**config.mk**
```make
export PLATFORM = sky130hd
export DESIGN_NAME = execute_stage
export DESIGN_NICKNAME = d
export VERILOG_FILES = /design/src/source/rv_isa_pkg.sv /design/src/source/exe_ctl_pkg.sv /design/src/source/execute_ctl.sv /design/src/source/execute_alu.sv /design/src/source/execute_stage.sv
export SDC_FILE = /design/constraint.sdc
export NUM_CORES = 1
export LEC_CHECK = 0
export BUFFER_PORTS_ARGS = -buffer_cell sky130_fd_sc_hd__buf_2
export CAP_MARGIN = 20
export CORE_ASPECT_RATIO = 2
export CORE_UTILIZATION = 40
export DETAILED_ROUTE_END_ITERATION = 16
export PLACE_DENSITY_LB_ADDON = 0.08
export SLEW_MARGIN = 20
export SYNTH_ARGS = -nofsm -noshare
export SYNTH_HDL_FRONTEND = slang
export SYNTH_SLANG_ARGS = --single-unit
```
**constraint.sdc**
```tcl
create_clock -name clk -period 10.3 [get_ports clk]
set_input_delay 2.06 -clock clk [delete_from_list [all_inputs] [get_ports clk]]
set_output_delay 2.06 -clock clk [all_outputs]
set_load 0.01 [all_outputs]
```
**src/source/rv_isa_pkg.sv**
```systemverilog
package rv_isa_pkg;

    localparam int xlen = 32;

    // Major opcodes, instruction[6:0]
    typedef enum logic [6:0] {
        op_lui    = 7'b0110111,
        op_auipc  = 7'b0010111,
        op_jal    = 7'b1101111,
        op_jalr   = 7'b1100111,
        op_branch = 7'b1100011,
        op_load   = 7'b0000011,
        op_store  = 7'b0100011,
        op_imm    = 7'b0010011,
        op_reg    = 7'b0110011,
        op_fence  = 7'b0001111,
        op_system = 7'b1110011
    } rv_opcode_e;

    localparam logic [6:0] funct7_base = 7'b0000000;
    // SUB, SRA and SRAI
    localparam logic [6:0] funct7_alt  = 7'b0100000;

    localparam logic [2:0] f3_add  = 3'b000;
    localparam logic [2:0] f3_sll  = 3'b001;
    localparam logic [2:0] f3_slt  = 3'b010;
    localparam logic [2:0] f3_sltu = 3'b011;
    localparam logic [2:0] f3_xor  = 3'b100;
    localparam logic [2:0] f3_srl  = 3'b101;
    localparam logic [2:0] f3_or   = 3'b110;
    localparam logic [2:0] f3_and  = 3'b111;

    localparam logic [2:0] f3_beq  = 3'b000;
    localparam logic [2:0] f3_bne  = 3'b001;
    localparam logic [2:0] f3_blt  = 3'b100;
    localparam logic [2:0] f3_bge  = 3'b101;
    localparam logic [2:0] f3_bltu = 3'b110;
    localparam logic [2:0] f3_bgeu = 3'b111;

    // Load widths, the unsigned ones have bit 2 set
    localparam logic [2:0] f3_lb   = 3'b000;
    localparam logic [2:0] f3_lh   = 3'b001;
    localparam logic [2:0] f3_lw   = 3'b010;
    localparam logic [2:0] f3_lbu  = 3'b100;
    localparam logic [2:0] f3_lhu  = 3'b101;
    localparam logic [2:0] f3_sw   = 3'b010;
    localparam logic [2:0] f3_jalr = 3'b000;

    localparam logic [11:0] f12_ecall  = 12'h000;
    localparam logic [11:0] f12_ebreak = 12'h001;

    // addi x0, x0, 0
    localparam logic [xlen-1:0] nop_instr = 32'h00000013;

endpackage

```
**src/source/exe_ctl_pkg.sv**
```systemverilog
package exe_ctl_pkg;

    // Encodings kept from the earlier execute stage
    typedef enum logic [3:0] {
        alu_and    = 4'b0000,
        alu_or     = 4'b0001,
        alu_xor    = 4'b0010,
        alu_add    = 4'b0011,
        alu_sub    = 4'b0100,
        alu_pass_b = 4'b0110,
        alu_sll    = 4'b0111,
        alu_srl    = 4'b1000,
        alu_sra    = 4'b1010,
        alu_sltu   = 4'b1011,
        alu_slt    = 4'b1100,
        // FENCE, ECALL, EBREAK and anything illegal
        alu_zero   = 4'b1111
    } alu_op_e;

    // Immediate formats
    typedef enum logic [2:0] {
        imm_none = 3'd0,
        imm_i    = 3'd1,
        imm_s    = 3'd2,
        imm_b    = 3'd3,
        imm_u    = 3'd4,
        imm_j    = 3'd5
    } imm_sel_e;

endpackage

```
**src/source/execute_ctl.sv**
```systemverilog
`timescale 1ns/1ps

module execute_ctl (
    input  logic                        clk,
    input  logic                        rst,
    input  logic                        stall,
    input  logic [rv_isa_pkg::xlen-1:0] data_a,
    input  logic [rv_isa_pkg::xlen-1:0] data_b,
    input  logic [rv_isa_pkg::xlen-1:0] pc_de,
    input  logic [rv_isa_pkg::xlen-1:0] instruction,
    output logic                        a_sel,
    output logic                        b_sel,
    output exe_ctl_pkg::imm_sel_e       imm_sel,
    output exe_ctl_pkg::alu_op_e        alu_op,
    output logic                        sign,
    output logic                        illegal,
    output logic [rv_isa_pkg::xlen-1:0] data_a_exe,
    output logic [rv_isa_pkg::xlen-1:0] data_b_exe,
    output logic [rv_isa_pkg::xlen-1:0] pc_exe,
    output logic [rv_isa_pkg::xlen-1:0] instr_exe
);
    import rv_isa_pkg::*;
    import exe_ctl_pkg::*;

    rv_opcode_e opcode;
    logic [2:0] funct3;
    logic [6:0] funct7;
    logic       is_reg;
    logic       f7_alt;
    logic       f7_ok;

    logic       nxt_a_sel;
    logic       nxt_b_sel;
    imm_sel_e   nxt_imm_sel;
    alu_op_e    nxt_alu_op;
    logic       nxt_sign;
    logic       nxt_illegal;

    assign opcode = rv_opcode_e'(instruction[6:0]);
    assign funct3 = instruction[14:12];
    assign funct7 = instruction[31:25];
    assign is_reg = (opcode == op_reg);
    assign f7_alt = (funct7 == funct7_alt);
    // Alternate funct7 is only defined for add/sub and the right shifts
    assign f7_ok  = (funct7 == funct7_base) || (f7_alt && (funct3 == f3_add || funct3 == f3_srl));

    always_comb begin
        nxt_a_sel   = 1'b0;
        nxt_b_sel   = 1'b1;
        nxt_imm_sel = imm_none;
        nxt_alu_op  = alu_add;
        nxt_sign    = 1'b0;
        nxt_illegal = 1'b0;
        case (opcode)
            op_lui: begin
                nxt_imm_sel = imm_u;
                nxt_alu_op  = alu_pass_b;
            end
            op_auipc: begin
                nxt_a_sel   = 1'b1;
                nxt_imm_sel = imm_u;
            end
            op_jal: begin
                nxt_a_sel   = 1'b1;
                nxt_imm_sel = imm_j;
            end
            op_jalr: begin
                nxt_imm_sel = imm_i;
                nxt_illegal = (funct3 != f3_jalr);
            end
            // Target address here, the condition is evaluated in the ALU stage
            op_branch: begin
                nxt_a_sel   = 1'b1;
                nxt_imm_sel = imm_b;
                nxt_illegal = (funct3 == 3'b010) || (funct3 == 3'b011);
            end
            op_load: begin
                nxt_imm_sel = imm_i;
                case (funct3)
                    f3_lb, f3_lh, f3_lw: nxt_sign = 1'b1;
                    f3_lbu, f3_lhu:      nxt_sign = 1'b0;
                    default:             nxt_illegal = 1'b1;
                endcase
            end
            op_store: begin
                nxt_imm_sel = imm_s;
                nxt_illegal = (funct3 > f3_sw);
            end
            op_imm, op_reg: begin
                nxt_b_sel   = !is_reg;
                nxt_imm_sel = is_reg ? imm_none : imm_i;
                // For OP-IMM only the shifts carry a funct7
                if ((is_reg || funct3 == f3_sll || funct3 == f3_srl) && !f7_ok) begin
                    nxt_illegal = 1'b1;
                end
                case (funct3)
                    f3_add:  nxt_alu_op = (is_reg && f7_alt) ? alu_sub : alu_add;
                    f3_sll:  nxt_alu_op = alu_sll;
                    f3_slt:  nxt_alu_op = alu_slt;
                    f3_sltu: nxt_alu_op = alu_sltu;
                    f3_xor:  nxt_alu_op = alu_xor;
                    f3_srl:  nxt_alu_op = f7_alt ? alu_sra : alu_srl;
                    f3_or:   nxt_alu_op = alu_or;
                    default: nxt_alu_op = alu_and;
                endcase
            end
            op_fence: begin
                nxt_b_sel  = 1'b0;
                nxt_alu_op = alu_zero;
            end
            op_system: begin
                nxt_b_sel   = 1'b0;
                nxt_alu_op  = alu_zero;
                nxt_illegal = (instruction[31:20] != f12_ecall) &&
                              (instruction[31:20] != f12_ebreak);
            end
            default: nxt_illegal = 1'b1;
        endcase
        if (nxt_illegal) begin
            nxt_a_sel   = 1'b0;
            nxt_b_sel   = 1'b0;
            nxt_imm_sel = imm_none;
            nxt_alu_op  = alu_zero;
            nxt_sign    = 1'b0;
        end
    end

    // Pipeline register between decode and ALU, reset decodes as a NOP
    always_ff @(posedge clk or posedge rst) begin
        if (rst) begin
            a_sel      <= 1'b0;
            b_sel      <= 1'b1;
            imm_sel    <= imm_i;
            alu_op     <= alu_add;
            sign       <= 1'b0;
            illegal    <= 1'b0;
            data_a_exe <= '0;
            data_b_exe <= '0;
            pc_exe     <= '0;
            instr_exe  <= nop_instr;
        end else if (!stall) begin
            a_sel      <= nxt_a_sel;
            b_sel      <= nxt_b_sel;
            imm_sel    <= nxt_imm_sel;
            alu_op     <= nxt_alu_op;
            sign       <= nxt_sign;
            illegal    <= nxt_illegal;
            data_a_exe <= data_a;
            data_b_exe <= data_b;
            pc_exe     <= pc_de;
            instr_exe  <= instruction;
        end
    end

    illegal_forces_zero: assert property (
        @(posedge clk) disable iff (rst) !(illegal && alu_op != alu_zero)
    ) else $error("illegal instruction handed to the ALU with a live operation");

endmodule

```
**src/source/execute_alu.sv**
```systemverilog
`timescale 1ns/1ps

module execute_alu (
    input  logic                        clk,
    input  logic                        rst,
    input  logic                        stall,
    input  logic                        a_sel,
    input  logic                        b_sel,
    input  exe_ctl_pkg::imm_sel_e       imm_sel,
    input  exe_ctl_pkg::alu_op_e        alu_op,
    input  logic                        sign,
    input  logic                        illegal,
    input  logic [rv_isa_pkg::xlen-1:0] data_a_exe,
    input  logic [rv_isa_pkg::xlen-1:0] data_b_exe,
    input  logic [rv_isa_pkg::xlen-1:0] pc_exe,
    input  logic [rv_isa_pkg::xlen-1:0] instr_exe,
    output logic [rv_isa_pkg::xlen-1:0] result,
    output logic                        branch_taken,
    output logic                        load_signed,
    output logic                        illegal_out,
    output logic [rv_isa_pkg::xlen-1:0] instr_out
);
    import rv_isa_pkg::*;
    import exe_ctl_pkg::*;

    logic [xlen-1:0] imm;
    logic [xlen-1:0] op_a;
    logic [xlen-1:0] op_b;
    logic [4:0]      shamt;
    logic [xlen-1:0] alu_out;
    logic            take;

    always_comb begin
        case (imm_sel)
            imm_i:   imm = {{20{instr_exe[31]}}, instr_exe[31:20]};
            imm_s:   imm = {{20{instr_exe[31]}}, instr_exe[31:25], instr_exe[11:7]};
            imm_b:   imm = {{19{instr_exe[31]}}, instr_exe[31], instr_exe[7],
                            instr_exe[30:25], instr_exe[11:8], 1'b0};
            imm_u:   imm = {instr_exe[31:12], 12'b0};
            imm_j:   imm = {{11{instr_exe[31]}}, instr_exe[31], instr_exe[19:12],
                            instr_exe[20], instr_exe[30:21], 1'b0};
            default: imm = '0;
        endcase
    end

    assign op_a  = a_sel ? pc_exe : data_a_exe;
    assign op_b  = b_sel ? imm : data_b_exe;
    assign shamt = op_b[4:0];

    always_comb begin
        case (alu_op)
            alu_and:    alu_out = op_a & op_b;
            alu_or:     alu_out = op_a | op_b;
            alu_xor:    alu_out = op_a ^ op_b;
            alu_add:    alu_out = op_a + op_b;
            alu_sub:    alu_out = op_a - op_b;
            alu_pass_b: alu_out = op_b;
            alu_sll:    alu_out = op_a << shamt;
            alu_srl:    alu_out = op_a >> shamt;
            alu_sra:    alu_out = $signed(op_a) >>> shamt;
            alu_sltu:   alu_out = {{(xlen-1){1'b0}}, op_a < op_b};
            alu_slt:    alu_out = {{(xlen-1){1'b0}}, $signed(op_a) < $signed(op_b)};
            default:    alu_out = '0;
        endcase
    end

    // Branch condition always compares the register operands, not op_a/op_b
    always_comb begin
        take = 1'b0;
        if (instr_exe[6:0] == op_branch) begin
            case (instr_exe[14:12])
                f3_beq:  take = (data_a_exe == data_b_exe);
                f3_bne:  take = (data_a_exe != data_b_exe);
                f3_blt:  take = $signed(data_a_exe) < $signed(data_b_exe);
                f3_bge:  take = $signed(data_a_exe) >= $signed(data_b_exe);
                f3_bltu: take = data_a_exe < data_b_exe;
                f3_bgeu: take = data_a_exe >= data_b_exe;
                default: take = 1'b0;
            endcase
        end
    end

    always_ff @(posedge clk or posedge rst) begin
        if (rst) begin
            result       <= '0;
            branch_taken <= 1'b0;
            load_signed  <= 1'b0;
            illegal_out  <= 1'b0;
            instr_out    <= nop_instr;
        end else if (!stall) begin
            result       <= alu_out;
            branch_taken <= take;
            load_signed  <= sign;
            illegal_out  <= illegal;
            instr_out    <= instr_exe;
        end
    end

    taken_only_on_branch: assert property (
        @(posedge clk) disable iff (rst) branch_taken |-> instr_out[6:0] == op_branch
    ) else $error("branch_taken raised for a non-branch instruction");

    // A stalled edge must leave every output where it was
    hold_on_stall: assert property (
        @(posedge clk) disable iff (rst)
        stall |=> $stable({result, branch_taken, load_signed, illegal_out, instr_out})
    ) else $error("execute outputs moved during a stall");

endmodule

```
**src/source/execute_stage.sv**
```systemverilog
`timescale 1ns/1ps

module execute_stage (
    input  logic                        clk,
    input  logic                        rst,
    input  logic                        stall,
    input  logic [rv_isa_pkg::xlen-1:0] data_a,
    input  logic [rv_isa_pkg::xlen-1:0] data_b,
    input  logic [rv_isa_pkg::xlen-1:0] pc_de,
    input  logic [rv_isa_pkg::xlen-1:0] instruction,
    output logic [rv_isa_pkg::xlen-1:0] result,
    output logic                        branch_taken,
    output logic                        load_signed,
    output logic                        illegal_out,
    output logic [rv_isa_pkg::xlen-1:0] instr_out
);
    import rv_isa_pkg::*;
    import exe_ctl_pkg::*;

    logic            a_sel;
    logic            b_sel;
    imm_sel_e        imm_sel;
    alu_op_e         alu_op;
    logic            sign;
    logic            illegal;
    logic [xlen-1:0] data_a_exe;
    logic [xlen-1:0] data_b_exe;
    logic [xlen-1:0] pc_exe;
    logic [xlen-1:0] instr_exe;

    // Decode and operand capture
    execute_ctl u_ctl (
        .clk         (clk),
        .rst         (rst),
        .stall       (stall),
        .data_a      (data_a),
        .data_b      (data_b),
        .pc_de       (pc_de),
        .instruction (instruction),
        .a_sel       (a_sel),
        .b_sel       (b_sel),
        .imm_sel     (imm_sel),
        .alu_op      (alu_op),
        .sign        (sign),
        .illegal     (illegal),
        .data_a_exe  (data_a_exe),
        .data_b_exe  (data_b_exe),
        .pc_exe      (pc_exe),
        .instr_exe   (instr_exe)
    );

    execute_alu u_alu (
        .clk          (clk),
        .rst          (rst),
        .stall        (stall),
        .a_sel        (a_sel),
        .b_sel        (b_sel),
        .imm_sel      (imm_sel),
        .alu_op       (alu_op),
        .sign         (sign),
        .illegal      (illegal),
        .data_a_exe   (data_a_exe),
        .data_b_exe   (data_b_exe),
        .pc_exe       (pc_exe),
        .instr_exe    (instr_exe),
        .result       (result),
        .branch_taken (branch_taken),
        .load_signed  (load_signed),
        .illegal_out  (illegal_out),
        .instr_out    (instr_out)
    );

endmodule

```
# [Word level (Yosys, flattened, before mapping)]
# Cells that the tools add are included.
[totals] reg_bits=206 out_inout_bits=67
[op_classes] n_eq_ne=42 add_sub_neg=2 mux=24 shifts=3 magnitude_cmp=7 n_reduce_logical=25 bitwise_logic=3
[ops] operator="32-bit one-hot mux with 11 select lines" n=1
[ops] operator="32-bit one-hot mux with 5 select lines" n=1
[ops] operator="32-bit < comparator" n=4
[ops] operator="32-bit >= comparator" n=2
[ops] operator="32-bit 2-to-1 mux" n=2
[ops] operator="7-bit equality test, second input constant" n=5
[ops] operator="32-bit adder" n=1
[ops] operator="32-bit bitwise AND" n=1
[ops] operator="32-bit equality test" n=1
[ops] operator="32-bit != test" n=1
[ops] operator="32-bit bitwise OR" n=1
[ops] operator="32-bit by 5-bit << shifter with 32-bit output" n=1
[ops] operator="32-bit by 5-bit right shift with 32-bit output" n=1
[ops] operator="32-bit by 5-bit >>> shifter with 32-bit output" n=1
[ops] operator="32-bit subtractor" n=1
[ops] operator="32-bit XOR" n=1
[ops] operator="7-bit by 6-bit equality test with 1-bit output, second input constant" n=4
[ops] operator="4-bit one-hot mux with 7 select lines" n=1
[ops] operator="3-bit equality test, second input constant" n=9
[ops] operator="3-bit one-hot mux with 6 select lines" n=1
[ops] operator="4-bit equality test, second input constant" n=4
[ops] operator="7-bit by 5-bit equality test with 1-bit output, second input constant" n=2
[ops] operator="3-bit by 2-bit equality test with 1-bit output, second input constant" n=4
[ops] operator="4-bit by 3-bit equality test with 1-bit output, second input constant" n=3
[ops] operator="27 further kinds" n=53

# [Logic depth before layout (Yosys ltp)]
# Gate-level depths: netlist of the first run.
[depth] word_depth=9 ltp_mapped=21 ltp_nobuf=18

# [Hierarchy]
# From an unflattened synthesis of the first run, not the netlist that was laid out.
[hier_totals] cells_unflattened=2355 area_unflattened_um2=20175.6
[by_module_without_submodules] module="execute_alu" instances=1 cells_per_inst=1968 area_each_um2=14507.7
[by_module_without_submodules] module="execute_ctl" instances=1 cells_per_inst=387 area_each_um2=5667.9

# [Worst setup path before layout of the first run]
# No wires, ideal clock.
[synth_timing] path_type="register to register" from="register u_ctl.b_sel" to="register u_alu.result[28] in the netlist's numbering" stages_incl_launch_ff=20 n_path_buf=4 setup_ps=132 setup_slack_ps=5911 arrival_ps=4257 cell_sequence="dfstp_2 > buf_2 > clkinv_1 > nand2_1 > nand2_1 > buf_2 > buf_2 > buf_2 > ha_1 > fa_1 > a21oi_1 > o211ai_1 > a221oi_2 > a31oi_1 > a41oi_1 > o221ai_1 > a31oi_1 > o21ai_0 > mux2i_1 > a21oi_1"
[synth_between] elab_chain_len=3 elab_cells_between_ends=10 classes_between="add/sub: 2; shift: 3; mux: 2; bitwise: 3"
[synth_rtl] item="from (decl)" line="execute_ctl.sv:12" rtl="output logic b_sel,"
[synth_rtl] item="from (signal assigned)" line="execute_ctl.sv:143" rtl="b_sel <= nxt_b_sel;"
[synth_rtl] item="32-bit 2-to-1 mux (*)" line="execute_alu.sv:47" rtl="assign op_b = b_sel ? imm : data_b_exe;"
[synth_rtl] item="32-bit subtractor (tied with other cells)" line="execute_alu.sv:56" rtl="alu_sub: alu_out = op_a - op_b;"
[synth_rtl] item="32-bit one-hot mux with 11 select lines (*)" line="execute_alu.sv:51" rtl="case (alu_op)"
[synth_rtl] item="to (signal assigned)" line="execute_alu.sv:91" rtl="result <= alu_out;"
[synth_rtl] item="to (decl)" line="execute_alu.sv:17" rtl="output logic [rv_isa_pkg::xlen-1:0] result,"
# Every way passes the cells marked *; elsewhere a longest branch is shown, timed or not.
# A chain may end at the register's enable or synchronous reset.

# [Worst setup path after layout of the first run]
[layout_timing] from="register u_ctl.b_sel" to="register u_alu.result[24] in the netlist's numbering"
# Same word-level chain as after synthesis.

==> results of run 1 <==
cell families (layout without fill, tap and decap cells):
group,after synthesis,after routing,share of synthesized area
AOI/OAI and AO/OA,780,780,0.275
and+or+nand+nor,556,556,0.133
buffers and inverters,295,432,0.0627
muxes,264,264,0.154
DFF,206,206,0.276
adders and majority gates,131,131,0.0884
xor gates and xnor gates,23,23,0.0108
other,0,1,0
stage by stage:
step | instance area [um^2] | power, mW | hold WS, ns
floorplan | 18700 | 1.76 | 0.446
global placement | 20300 | 2.26 | 0.460
detailed placement | 20300 | 2.26 | 0.470
CTS | 21100 | 3.13 | 0.486
global route | 21100 | 3.28 | 0.500
finish | 21100 | 3.17 | 0.483
final timing paths:
kind	startpoint	end	slack, ns	depth (start not counted)
worst max-delay path	u_ctl.b_sel	u_alu.result[24]	4.49	16
worst min-delay path	u_alu.instr_out[0]	u_alu.instr_out[0]	0.48	2
worst min register to register	u_alu.instr_out[0]	u_alu.instr_out[0]	0.48	2
min in group asynchronous	rst	u_ctl.data_a_exe[6]	1.66	2
max in group asynchronous	rst	u_ctl.a_sel	6.52	4
worst max register to register	u_ctl.b_sel	u_alu.result[24]	4.49	16
synth_stat cells (7+ instances only):
master	instances
sky130_fd_sc_hd__nand2_1	196
sky130_fd_sc_hd__ha_1	129
sky130_fd_sc_hd__a221oi_1	24
sky130_fd_sc_hd__nand4_1	17
sky130_fd_sc_hd__a222oi_1	7
sky130_fd_sc_hd__buf_2	37
sky130_fd_sc_hd__dfrtp_1	196
sky130_fd_sc_hd__a211oi_1	48
sky130_fd_sc_hd__o211ai_1	28
sky130_fd_sc_hd__o221ai_1	25
sky130_fd_sc_hd__o21ai_1	19
sky130_fd_sc_hd__a22oi_1	32
sky130_fd_sc_hd__a31oi_1	22
sky130_fd_sc_hd__a21o_1	16
sky130_fd_sc_hd__mux2i_1	92
sky130_fd_sc_hd__a311oi_1	7
sky130_fd_sc_hd__o21a_1	11
sky130_fd_sc_hd__o21ai_0	115
sky130_fd_sc_hd__o21bai_1	14
sky130_fd_sc_hd__a221o_1	14
sky130_fd_sc_hd__xor2_1	8
sky130_fd_sc_hd__inv_1	124
sky130_fd_sc_hd__dfstp_2	10
sky130_fd_sc_hd__nor2b_1	16
sky130_fd_sc_hd__nand2b_1	16
sky130_fd_sc_hd__o22ai_1	47
sky130_fd_sc_hd__and2_1	8
sky130_fd_sc_hd__a21oi_1	242
sky130_fd_sc_hd__mux2_2	169
sky130_fd_sc_hd__nor3_1	39
sky130_fd_sc_hd__nor2_1	188
sky130_fd_sc_hd__nand3_1	32
sky130_fd_sc_hd__xnor2_1	15
sky130_fd_sc_hd__o31ai_1	20
sky130_fd_sc_hd__buf_1	20
sky130_fd_sc_hd__inv_2	14
sky130_fd_sc_hd__clkbuf_1	94
metal layers:
| layer | vias up | global-route usage |
|---|---|---|
| met5 | - | 0 |
| met4 | 0 | 0.341 |
| met3 | 389 | 0.0612 |
| met2 | 1273 | 0.698 |
| met1 | 9644 | 0.427 |
| li1 | 8600 | - |
power by group:
part           internal [mW]  total (mW)  switching [mW]
Clock                  0.490       0.867           0.378
Combinational          0.441        1.35           0.908
Sequential             0.882       0.954          0.0724
Total                   1.81        3.17            1.36
cell usage in the layout (no fill, tap or decap), drive strengths merged, types with 15 or more instances in the layout:
master  count
o21bai     15
dfrtp     196
nand4      17
a22oi      32
o31ai      23
nor2      188
a31oi      22
mux2i      94
nand2     196
a21o       16
inv       144
o21ai     135
a21oi     243
a211oi     49
xnor2      15
nor3       41
a221oi     28
nand2b     16
o211ai     28
nor2b      16
clkbuf     24
mux2      169
o22ai      47
nand3      33
buf       255
o221ai     25
ha        129
area by class of cell:
class,instances,area [um^2]
flip-flops and latches,206,5170
clock buffers,23,543
well taps,621,777
fillers,4564,24900
inverters,139,529
clock inverters,14,198
diodes,1,2.50
multi-input cells,1754,12400
repair buffers,256,1440
critical path, delay by kind of cell (launching register included):
kind | cells | cell delay, ns
AOI/OAI and AO/OA | 10 | 2.64
adders and majority gates | 2 | 0.75
buffers and inverters | 2 | 0.81
DFF | 1 | 0.87
and+or+nand+nor | 2 | 0.57
sequential cells by signal, indices dropped and copies added (netlist names):
| name | count |
|---|---|
| u_alu.instr_out | 32 |
| u_ctl.pc_exe | 32 |
| u_ctl.a_sel | 1 |
| u_alu.branch_taken | 1 |
| u_alu.illegal_out | 1 |
| u_ctl.data_b_exe | 32 |
| u_ctl.imm_sel | 3 |
| u_ctl.instr_exe | 32 |
| u_ctl.alu_op | 4 |
| u_alu.result | 32 |
| u_ctl.sign | 1 |
| u_ctl.b_sel | 1 |
| u_ctl.data_a_exe | 32 |
| u_ctl.illegal | 1 |
| u_alu.load_signed | 1 |
==> impl_results.html, run 1 <==
<table>
<tr><th>Metric</th><th>Value</th></tr>
<tr><th colspan="2">Status</th></tr>
<tr><td>Status</td><td>complete, no violations</td></tr>
<tr><th colspan="2">Detailed routing</th></tr>
<tr><td>Via count</td><td>19,900</td></tr>
<tr><td>Count of antenna-violating nets left after detailed routing</td><td>0</td></tr>
<tr><td>Number of iterations in the first detailed-routing pass</td><td>7</td></tr>
<tr><td>Amount of wire on met2 after detailed routing</td><td>47,400 um</td></tr>
<tr><td>Routed Wire Length</td><td>97,300 um</td></tr>
<tr><td>Avg WL per Cell</td><td>32.3 um</td></tr>
<tr><td>Routed length on met1</td><td>33,000 um</td></tr>
<tr><td>DRC Markers</td><td>0</td></tr>
<tr><td>Initial detailed-routing violation count</td><td>slightly above 2,000</td></tr>
<tr><td>Highest metal layer used by the detailed router</td><td>met4</td></tr>
<tr><td>Average via count per standard cell</td><td>6.60</td></tr>
<tr><td>Length of routed met3 wiring</td><td>7060 um</td></tr>
<tr><th colspan="2">Layout</th></tr>
<tr><td>Layout Cells excl Fill</td><td>3,014</td></tr>
<tr><td>Number of nets at the end of the flow</td><td>2,640</td></tr>
<tr><td>Area growth from synthesis to layout</td><td>12.5%</td></tr>
<tr><td>Share of post-route cells with drive strength above 1</td><td>0.219</td></tr>
<tr><td>Share of the core filled with cells in the final layout</td><td>0.458</td></tr>
<tr><th colspan="2">Yosys</th></tr>
<tr><td>Net Count, Synth</td><td>2,517</td></tr>
<tr><td>Sequential-to-total area share from yosys stat</td><td>0.276</td></tr>
<tr><td>Number of warnings printed during yosys synthesis</td><td>0</td></tr>
<tr><td>Post-Synthesis Cells</td><td>between 2,000 and 2,500</td></tr>
<tr><td>Post-synthesis cell type with the largest combined area</td><td>sky130_fd_sc_hd__dfrtp_1</td></tr>
<tr><td>Post-synthesis register bit count</td><td>206</td></tr>
<tr><td>Number of distinct library cells after synthesis</td><td>a little over 90</td></tr>
<tr><td>Average cell area after synthesis</td><td>8.30 um^2</td></tr>
<tr><td>Fraction of registers with async set/reset</td><td>1.00</td></tr>
<tr><td>Dominant cells by area after synthesis</td><td>sky130_fd_sc_hd__dfrtp_1 26%, sky130_fd_sc_hd__mux2_2 10%, sky130_fd_sc_hd__ha_1 8.6%</td></tr>
<tr><td>Netlist area before placement</td><td>0.0187 mm^2</td></tr>
<tr><td>Area share of the largest cell type after synthesis</td><td>0.262</td></tr>
<tr><td>Post-synth top flop</td><td>sky130_fd_sc_hd__dfrtp_1</td></tr>
<tr><td>Number of synthesized flops with an enable pin</td><td>0</td></tr>
<tr><th colspan="2">Clocking</th></tr>
<tr><td>Clk_lat worst skew</td><td>0.56 ns</td></tr>
<tr><td>Clk sinks</td><td>206</td></tr>
<tr><td>H-tree depth</td><td>1</td></tr>
<tr><td>TritonCTS buffer count</td><td>21</td></tr>
<tr><td>Cell at the root of the clock tree</td><td>sky130_fd_sc_hd__clkbuf_16</td></tr>
<tr><td>Quantity of hold-fixing buffers added after cts</td><td>0</td></tr>
<tr><td>Post-CTS Repair Setup Buffers</td><td>0</td></tr>
<tr><td>Buffer depth of the longest clock path</td><td>3</td></tr>
<tr><td>TritonCTS clock tree</td><td>done</td></tr>
<tr><td>Post-CTS clock slew at the launch and capture registers of the worst setup and hold paths</td><td>approximately 0.08 ns</td></tr>
<tr><td>Cts repair resizes</td><td>0</td></tr>
<tr><th colspan="2">Critical path</th></tr>
<tr><td>Startpoint types</td><td>flop</td></tr>
<tr><td>Peak per-stage delay on the critical path</td><td>0.87 ns</td></tr>
<tr><td>Required time of the worst setup path</td><td>10.71 ns</td></tr>
<tr><td>Worst path arrival time</td><td>between 6 and 7 ns</td></tr>
<tr><td>Crit. End Element</td><td>flop</td></tr>
<tr><td>Start-to-end type of the worst setup path</td><td>reg -&gt; reg</td></tr>
<tr><td>Slowest cell on the critical path</td><td>sky130_fd_sc_hd__dfstp_2</td></tr>
<tr><td>Cell Chain, Critical Path</td><td>clkinv_1 -&gt; nand2_1 -&gt; nand2_2 -&gt; ha_1 -&gt; fa_1 -&gt; a21oi_1 -&gt; o211ai_1 -&gt; a221oi_2 -&gt; a31oi_1 -&gt; buf_4 -&gt; a41oi_1 -&gt; o221ai_1 -&gt; a31oi_1 -&gt; o221ai_1 -&gt; a21oi_1 -&gt; o21ai_1</td></tr>
<tr><td>Critical path peak fanout</td><td>30</td></tr>
<tr><th colspan="2">Global route</th></tr>
<tr><td>Via count of the first global-routing pass</td><td>around 19,000</td></tr>
<tr><td>Global-route wire length before repair</td><td>137,000 um</td></tr>
<tr><td>Number of antenna violations at the first check in global routing</td><td>1</td></tr>
<tr><td>Pin count of the biggest net entering global routing</td><td>91</td></tr>
<tr><td>Overflow left after global routing</td><td>0</td></tr>
<tr><td>Overall global routing resource usage</td><td>0.403</td></tr>
<tr><th colspan="2">Min path</th></tr>
<tr><td>Type of the worst min-delay path</td><td>reg -&gt; reg</td></tr>
<tr><th colspan="2">STA</th></tr>
<tr><td>Post-route worst setup slack</td><td>4.49 ns</td></tr>
<tr><td>Number of setup violations in the final report</td><td>0</td></tr>
<tr><td>Final Hold Vio Count</td><td>0</td></tr>
<tr><td>Final sum of negative setup slack</td><td>0 ns</td></tr>
<tr><td>Worst slew slack as a fraction of its limit</td><td>0.214</td></tr>
<tr><td>Actual slew at the worst max-slew pin</td><td>1.17 ns</td></tr>
<tr><td>Time the final worst path needs with I/O delays and setup</td><td>5.81 ns</td></tr>
<tr><td>Max-slew violations</td><td>0</td></tr>
<tr><td>Crit share post-route</td><td>0.564</td></tr>
<tr><td>Clock Skews</td><td>0.0283 ns</td></tr>
<tr><td>F_max</td><td>0.172 GHz</td></tr>
<tr><td>RSZ-0062 raised after global routing</td><td>no</td></tr>
<tr><th colspan="2">Placed design</th></tr>
<tr><td>Count of input and output buffers</td><td>197</td></tr>
<tr><td>Post-Place Worst Slack</td><td>around 4.6 ns</td></tr>
<tr><td>DP Cell Count</td><td>roughly 3,000</td></tr>
<tr><td>Post-DP HPWL</td><td>76,400 um</td></tr>
<tr><td>Placer Congestion</td><td>1.08</td></tr>
<tr><th colspan="2">Floorplan</th></tr>
<tr><td>Row Count</td><td>around 110</td></tr>
<tr><td>Core region area</td><td>approximately 0.046 mm^2</td></tr>
<tr><td>Die height</td><td>308 um</td></tr>
<tr><td>Count of boundary I/O pins</td><td>198</td></tr>
<tr><td>Die Area</td><td>0.0477 mm^2</td></tr>
<tr><td>Chip width</td><td>155 um</td></tr>
<tr><td>Initial cell density of the core</td><td>0.407</td></tr>
<tr><th colspan="2">Job</th></tr>
<tr><td>Max Cap Viol</td><td>0</td></tr>
<tr><th colspan="2">Pwr</th></tr>
<tr><td>Power density over cell area</td><td>151 mW/mm^2</td></tr>
<tr><td>Maximum VDD drop</td><td>~0.00019 V</td></tr>
<tr><td>Leakage component of the power</td><td>9.17 nW</td></tr>
</table>
(Power assumes the default switching activity.)
==> inputs of run 2 (changes only) <==
clock period = 5.8 ns   (was 10.3 ns; I/O delays follow)
==> run 2 against run 1 <==
Final cell count increased by 1.7%. Flip-flop and latch count stayed put. Clock skew fell by 0.00053 ns. Via count is 1.5% higher. Clock power up 76%. Die area unchanged. Core utilization increased by 0.88 points. Setup slack lost 4.1 ns. Wire length is 7.3% higher. Register-to-register slack worse by 4.1 ns. Largest cell class unchanged.
==> impl_results.html, run 2 (synthesis gave the netlist of run 1 again) <==
<table>
<tr><th>Metric</th><th>Value</th></tr>
<tr><th colspan="2">Status</th></tr>
<tr><td>Status</td><td>complete, no violations</td></tr>
<tr><th colspan="2">Critical path</th></tr>
<tr><td>Startpoint types</td><td>flop</td></tr>
<tr><td>Critical path peak fanout</td><td>22</td></tr>
<tr><td>Cell Chain, Critical Path</td><td>buf_12 -&gt; mux2i_1 -&gt; inv_1 -&gt; ha_1 -&gt; inv_2 -&gt; nor3_1 -&gt; nand3_1 -&gt; o31ai_2 -&gt; a31oi_1 -&gt; o21bai_1 -&gt; a31oi_1 -&gt; xnor2_1 -&gt; a211oi_1 -&gt; o2bb2ai_1</td></tr>
<tr><td>Number of buffers and inverters on the critical path</td><td>3</td></tr>
<tr><td>Crit. End Element</td><td>flop</td></tr>
<tr><td>Worst path arrival time</td><td>5.86 ns</td></tr>
<tr><td>Peak per-stage delay on the critical path</td><td>0.79 ns</td></tr>
<tr><td>CP delay by family, top</td><td>compound AO/OA/AOI/OAI gates</td></tr>
<tr><td>Crit path launch</td><td>u_ctl.a_sel</td></tr>
<tr><td>Reg-to-reg critical path startpoint</td><td>u_ctl.a_sel</td></tr>
<tr><td>Required time of the worst setup path</td><td>between 6 and 7 ns</td></tr>
<tr><td>Slack of the worst reg-to-reg path</td><td>0.41 ns</td></tr>
<tr><td>Start-to-end type of the worst setup path</td><td>reg -&gt; reg</td></tr>
<tr><td>Most frequent cell on the critical path</td><td>sky130_fd_sc_hd__a31oi_1</td></tr>
<tr><td>Slowest cell on the critical path</td><td>sky130_fd_sc_hd__mux2i_1</td></tr>
<tr><th colspan="2">Clocking</th></tr>
<tr><td>Post-CTS clock slew at the launch and capture registers of the worst setup and hold paths</td><td>approximately 0.070 ns</td></tr>
<tr><td>TritonCTS buffer count</td><td>22</td></tr>
<tr><td>Cts repair resizes</td><td>0</td></tr>
<tr><td>Post-CTS Repair Setup Buffers</td><td>0</td></tr>
<tr><td>Buffer depth of the longest clock path</td><td>3</td></tr>
<tr><td>H-tree depth</td><td>1</td></tr>
<tr><td>TritonCTS clock tree</td><td>done</td></tr>
<tr><td>Cell at the root of the clock tree</td><td>sky130_fd_sc_hd__clkbuf_16</td></tr>
<tr><td>Quantity of hold-fixing buffers added after cts</td><td>0</td></tr>
<tr><td>Clk_lat worst skew</td><td>0.58 ns</td></tr>
<tr><td>Clk sinks</td><td>206</td></tr>
<tr><th colspan="2">Detailed routing</th></tr>
<tr><td>Initial detailed-routing violation count</td><td>1,908</td></tr>
<tr><td>DRC Markers</td><td>0</td></tr>
<tr><td>Amount of wire on met2 after detailed routing</td><td>50,400 um</td></tr>
<tr><td>Average via count per standard cell</td><td>between 6 and 7</td></tr>
<tr><td>Highest metal layer used by the detailed router</td><td>met5</td></tr>
<tr><td>Routed length on met1</td><td>33,200 um</td></tr>
<tr><td>Routed Wire Length</td><td>roughly 100,000 um</td></tr>
<tr><td>Number of iterations in the first detailed-routing pass</td><td>6</td></tr>
<tr><td>Count of antenna-violating nets left after detailed routing</td><td>0</td></tr>
<tr><td>Via count</td><td>20,200</td></tr>
<tr><td>Length of routed met3 wiring</td><td>between 7000 and 8000 um</td></tr>
<tr><td>Avg WL per Cell</td><td>34.1 um</td></tr>
<tr><th colspan="2">Layout</th></tr>
<tr><td>Share of post-route cells with drive strength above 1</td><td>0.235</td></tr>
<tr><td>Layout Cells excl Fill</td><td>about 3,100</td></tr>
<tr><td>Most common library cell in the layout ignoring fill and taps</td><td>sky130_fd_sc_hd__a21oi_1</td></tr>
<tr><td>Number of nets at the end of the flow</td><td>2,686</td></tr>
<tr><td>Fin area</td><td>0.0215 mm^2</td></tr>
<tr><td>Commonest cells after routing, fill and taps aside</td><td>242 x sky130_fd_sc_hd__a21oi_1, 196 x sky130_fd_sc_hd__buf_2, 195 x sky130_fd_sc_hd__dfrtp_1, 194 x sky130_fd_sc_hd__nand2_1, 184 x sky130_fd_sc_hd__nor2_1</td></tr>
<tr><td>Area growth from synthesis to layout</td><td>14.7%</td></tr>
<tr><th colspan="2">Floorplan</th></tr>
<tr><td>Die Area</td><td>0.0477 mm^2</td></tr>
<tr><td>Chip width</td><td>155 um</td></tr>
<tr><td>Count of boundary I/O pins</td><td>198</td></tr>
<tr><td>Die height</td><td>approximately 300 um</td></tr>
<tr><td>Row Count</td><td>111</td></tr>
<tr><td>Core region area</td><td>0.0460 mm^2</td></tr>
<tr><td>Initial cell density of the core</td><td>0.407</td></tr>
<tr><th colspan="2">Global route</th></tr>
<tr><td>Global-route wire length before repair</td><td>148,000 um</td></tr>
<tr><td>Overall global routing resource usage</td><td>0.441</td></tr>
<tr><td>Pin count of the biggest net entering global routing</td><td>152</td></tr>
<tr><td>Via count of the first global-routing pass</td><td>about 20,000</td></tr>
<tr><td>Overflow left after global routing</td><td>0</td></tr>
<tr><td>Number of antenna violations at the first check in global routing</td><td>5</td></tr>
<tr><th colspan="2">Pwr</th></tr>
<tr><td>Fraction of power consumed by the clock network</td><td>0.266</td></tr>
<tr><td>Power density over cell area</td><td>268 mW/mm^2</td></tr>
<tr><td>Net switching component of the power</td><td>2.52 mW</td></tr>
<tr><td>Sequential share of power</td><td>0.296</td></tr>
<tr><td>Switching power as a share of total power</td><td>0.438</td></tr>
<tr><td>Portion of total power attributed to combinational logic</td><td>0.438</td></tr>
<tr><td>Maximum VDD drop</td><td>0.000231 V</td></tr>
<tr><td>Leakage component of the power</td><td>9.39 nW</td></tr>
<tr><td>Cell internal power dissipation</td><td>3.23 mW</td></tr>
<tr><th colspan="2">STA</th></tr>
<tr><td>Actual slew at the worst max-slew pin</td><td>1.16 ns</td></tr>
<tr><td>Worst slew slack as a fraction of its limit</td><td>0.220</td></tr>
<tr><td>Time the final worst path needs with I/O delays and setup</td><td>5.39 ns</td></tr>
<tr><td>Final Hold Vio Count</td><td>0</td></tr>
<tr><td>Clock Skews</td><td>0.0277 ns</td></tr>
<tr><td>Max-slew violations</td><td>0</td></tr>
<tr><td>Final sum of negative setup slack</td><td>0 ns</td></tr>
<tr><td>Post-route worst setup slack</td><td>between 0.4 and 0.5 ns</td></tr>
<tr><td>RSZ-0062 raised after global routing</td><td>no</td></tr>
<tr><td>Crit share post-route</td><td>0.930</td></tr>
<tr><td>Number of setup violations in the final report</td><td>0</td></tr>
<tr><td>F_max</td><td>0.185 GHz</td></tr>
<tr><th colspan="2">Placed design</th></tr>
<tr><td>Count of input and output buffers</td><td>197</td></tr>
<tr><td>DP Cell Count</td><td>3,021</td></tr>
<tr><td>Post-DP HPWL</td><td>82,000 um</td></tr>
<tr><td>Placement-stage cell area</td><td>a little over 0.02 mm^2</td></tr>
<tr><td>Placer Congestion</td><td>1.11</td></tr>
<tr><td>Post-Place Worst Slack</td><td>0.664 ns</td></tr>
<tr><th colspan="2">Min path</th></tr>
<tr><td>Type of the worst min-delay path</td><td>reg -&gt; reg</td></tr>
<tr><td>Start point of the worst hold path</td><td>u_alu.instr_out[0]</td></tr>
<tr><th colspan="2">Job</th></tr>
<tr><td>Max Cap Viol</td><td>0</td></tr>
</table>
[run 2: metal layers]
layer,global-route usage,up-vias
met5,0,-
met4,0.448,6
met3,0.104,536
met2,0.749,1238
met1,0.426,9726
li1,-,8700
[run 2: area by class of cell]
class | count | area [um^2]
sequential | 206 | 5170
fill | 4617 | 24500
antenna | 3 | 7.51
tap | 621 | 777
clock inverter | 13 | 165
multi-input combinational | 1754 | 12400
inverter | 139 | 526
timing repair buffer | 301 | 1810
clock buffer | 27 | 589
[run 2: worst min-delay path: stages (launching register included)]
cell                      delay [ns]
sky130_fd_sc_hd__dfstp_2        0.37
sky130_fd_sc_hd__nand2_1        0.06
sky130_fd_sc_hd__nand2_1        0.05
[run 2: metrics by stage]
| step | utilization | total power [mW] | hold WS (ns) |
|---|---|---|---|
| 2_1_floorplan | - | 3.13 | 0.446 |
| 3_3_place_gp | 0.450 | 4.10 | 0.458 |
| 3_5_place_dp | 0.450 | 4.11 | 0.469 |
| 4_1_cts | 0.466 | 5.64 | 0.480 |
| 5_1_grt | 0.467 | 5.95 | 0.487 |
| 6_report | 0.467 | 5.74 | 0.473 |
[run 2: path summary, 6_finish.rpt]
kind / endpoint / depth (start not counted)
min in group asynchronous: u_alu.instr_out[28] / 2
worst max register to register: u_alu.result[31] / 14
max in group asynchronous: u_ctl.a_sel / 3
worst min-delay path: u_alu.instr_out[0] / 2
worst max-delay path: u_alu.result[31] / 14
worst min register to register: u_alu.instr_out[0] / 2
[run 2: power groups by stage]
stage	logic, mW	registers (mW)	clock network (mW)
2_1_floorplan	1.46	1.67	0
3_3_place_gp	2.38	1.72	0
3_5_place_dp	2.38	1.72	0
4_1_cts	2.40	1.69	1.55
5_1_grt	2.64	1.71	1.60
6_report	2.51	1.70	1.53
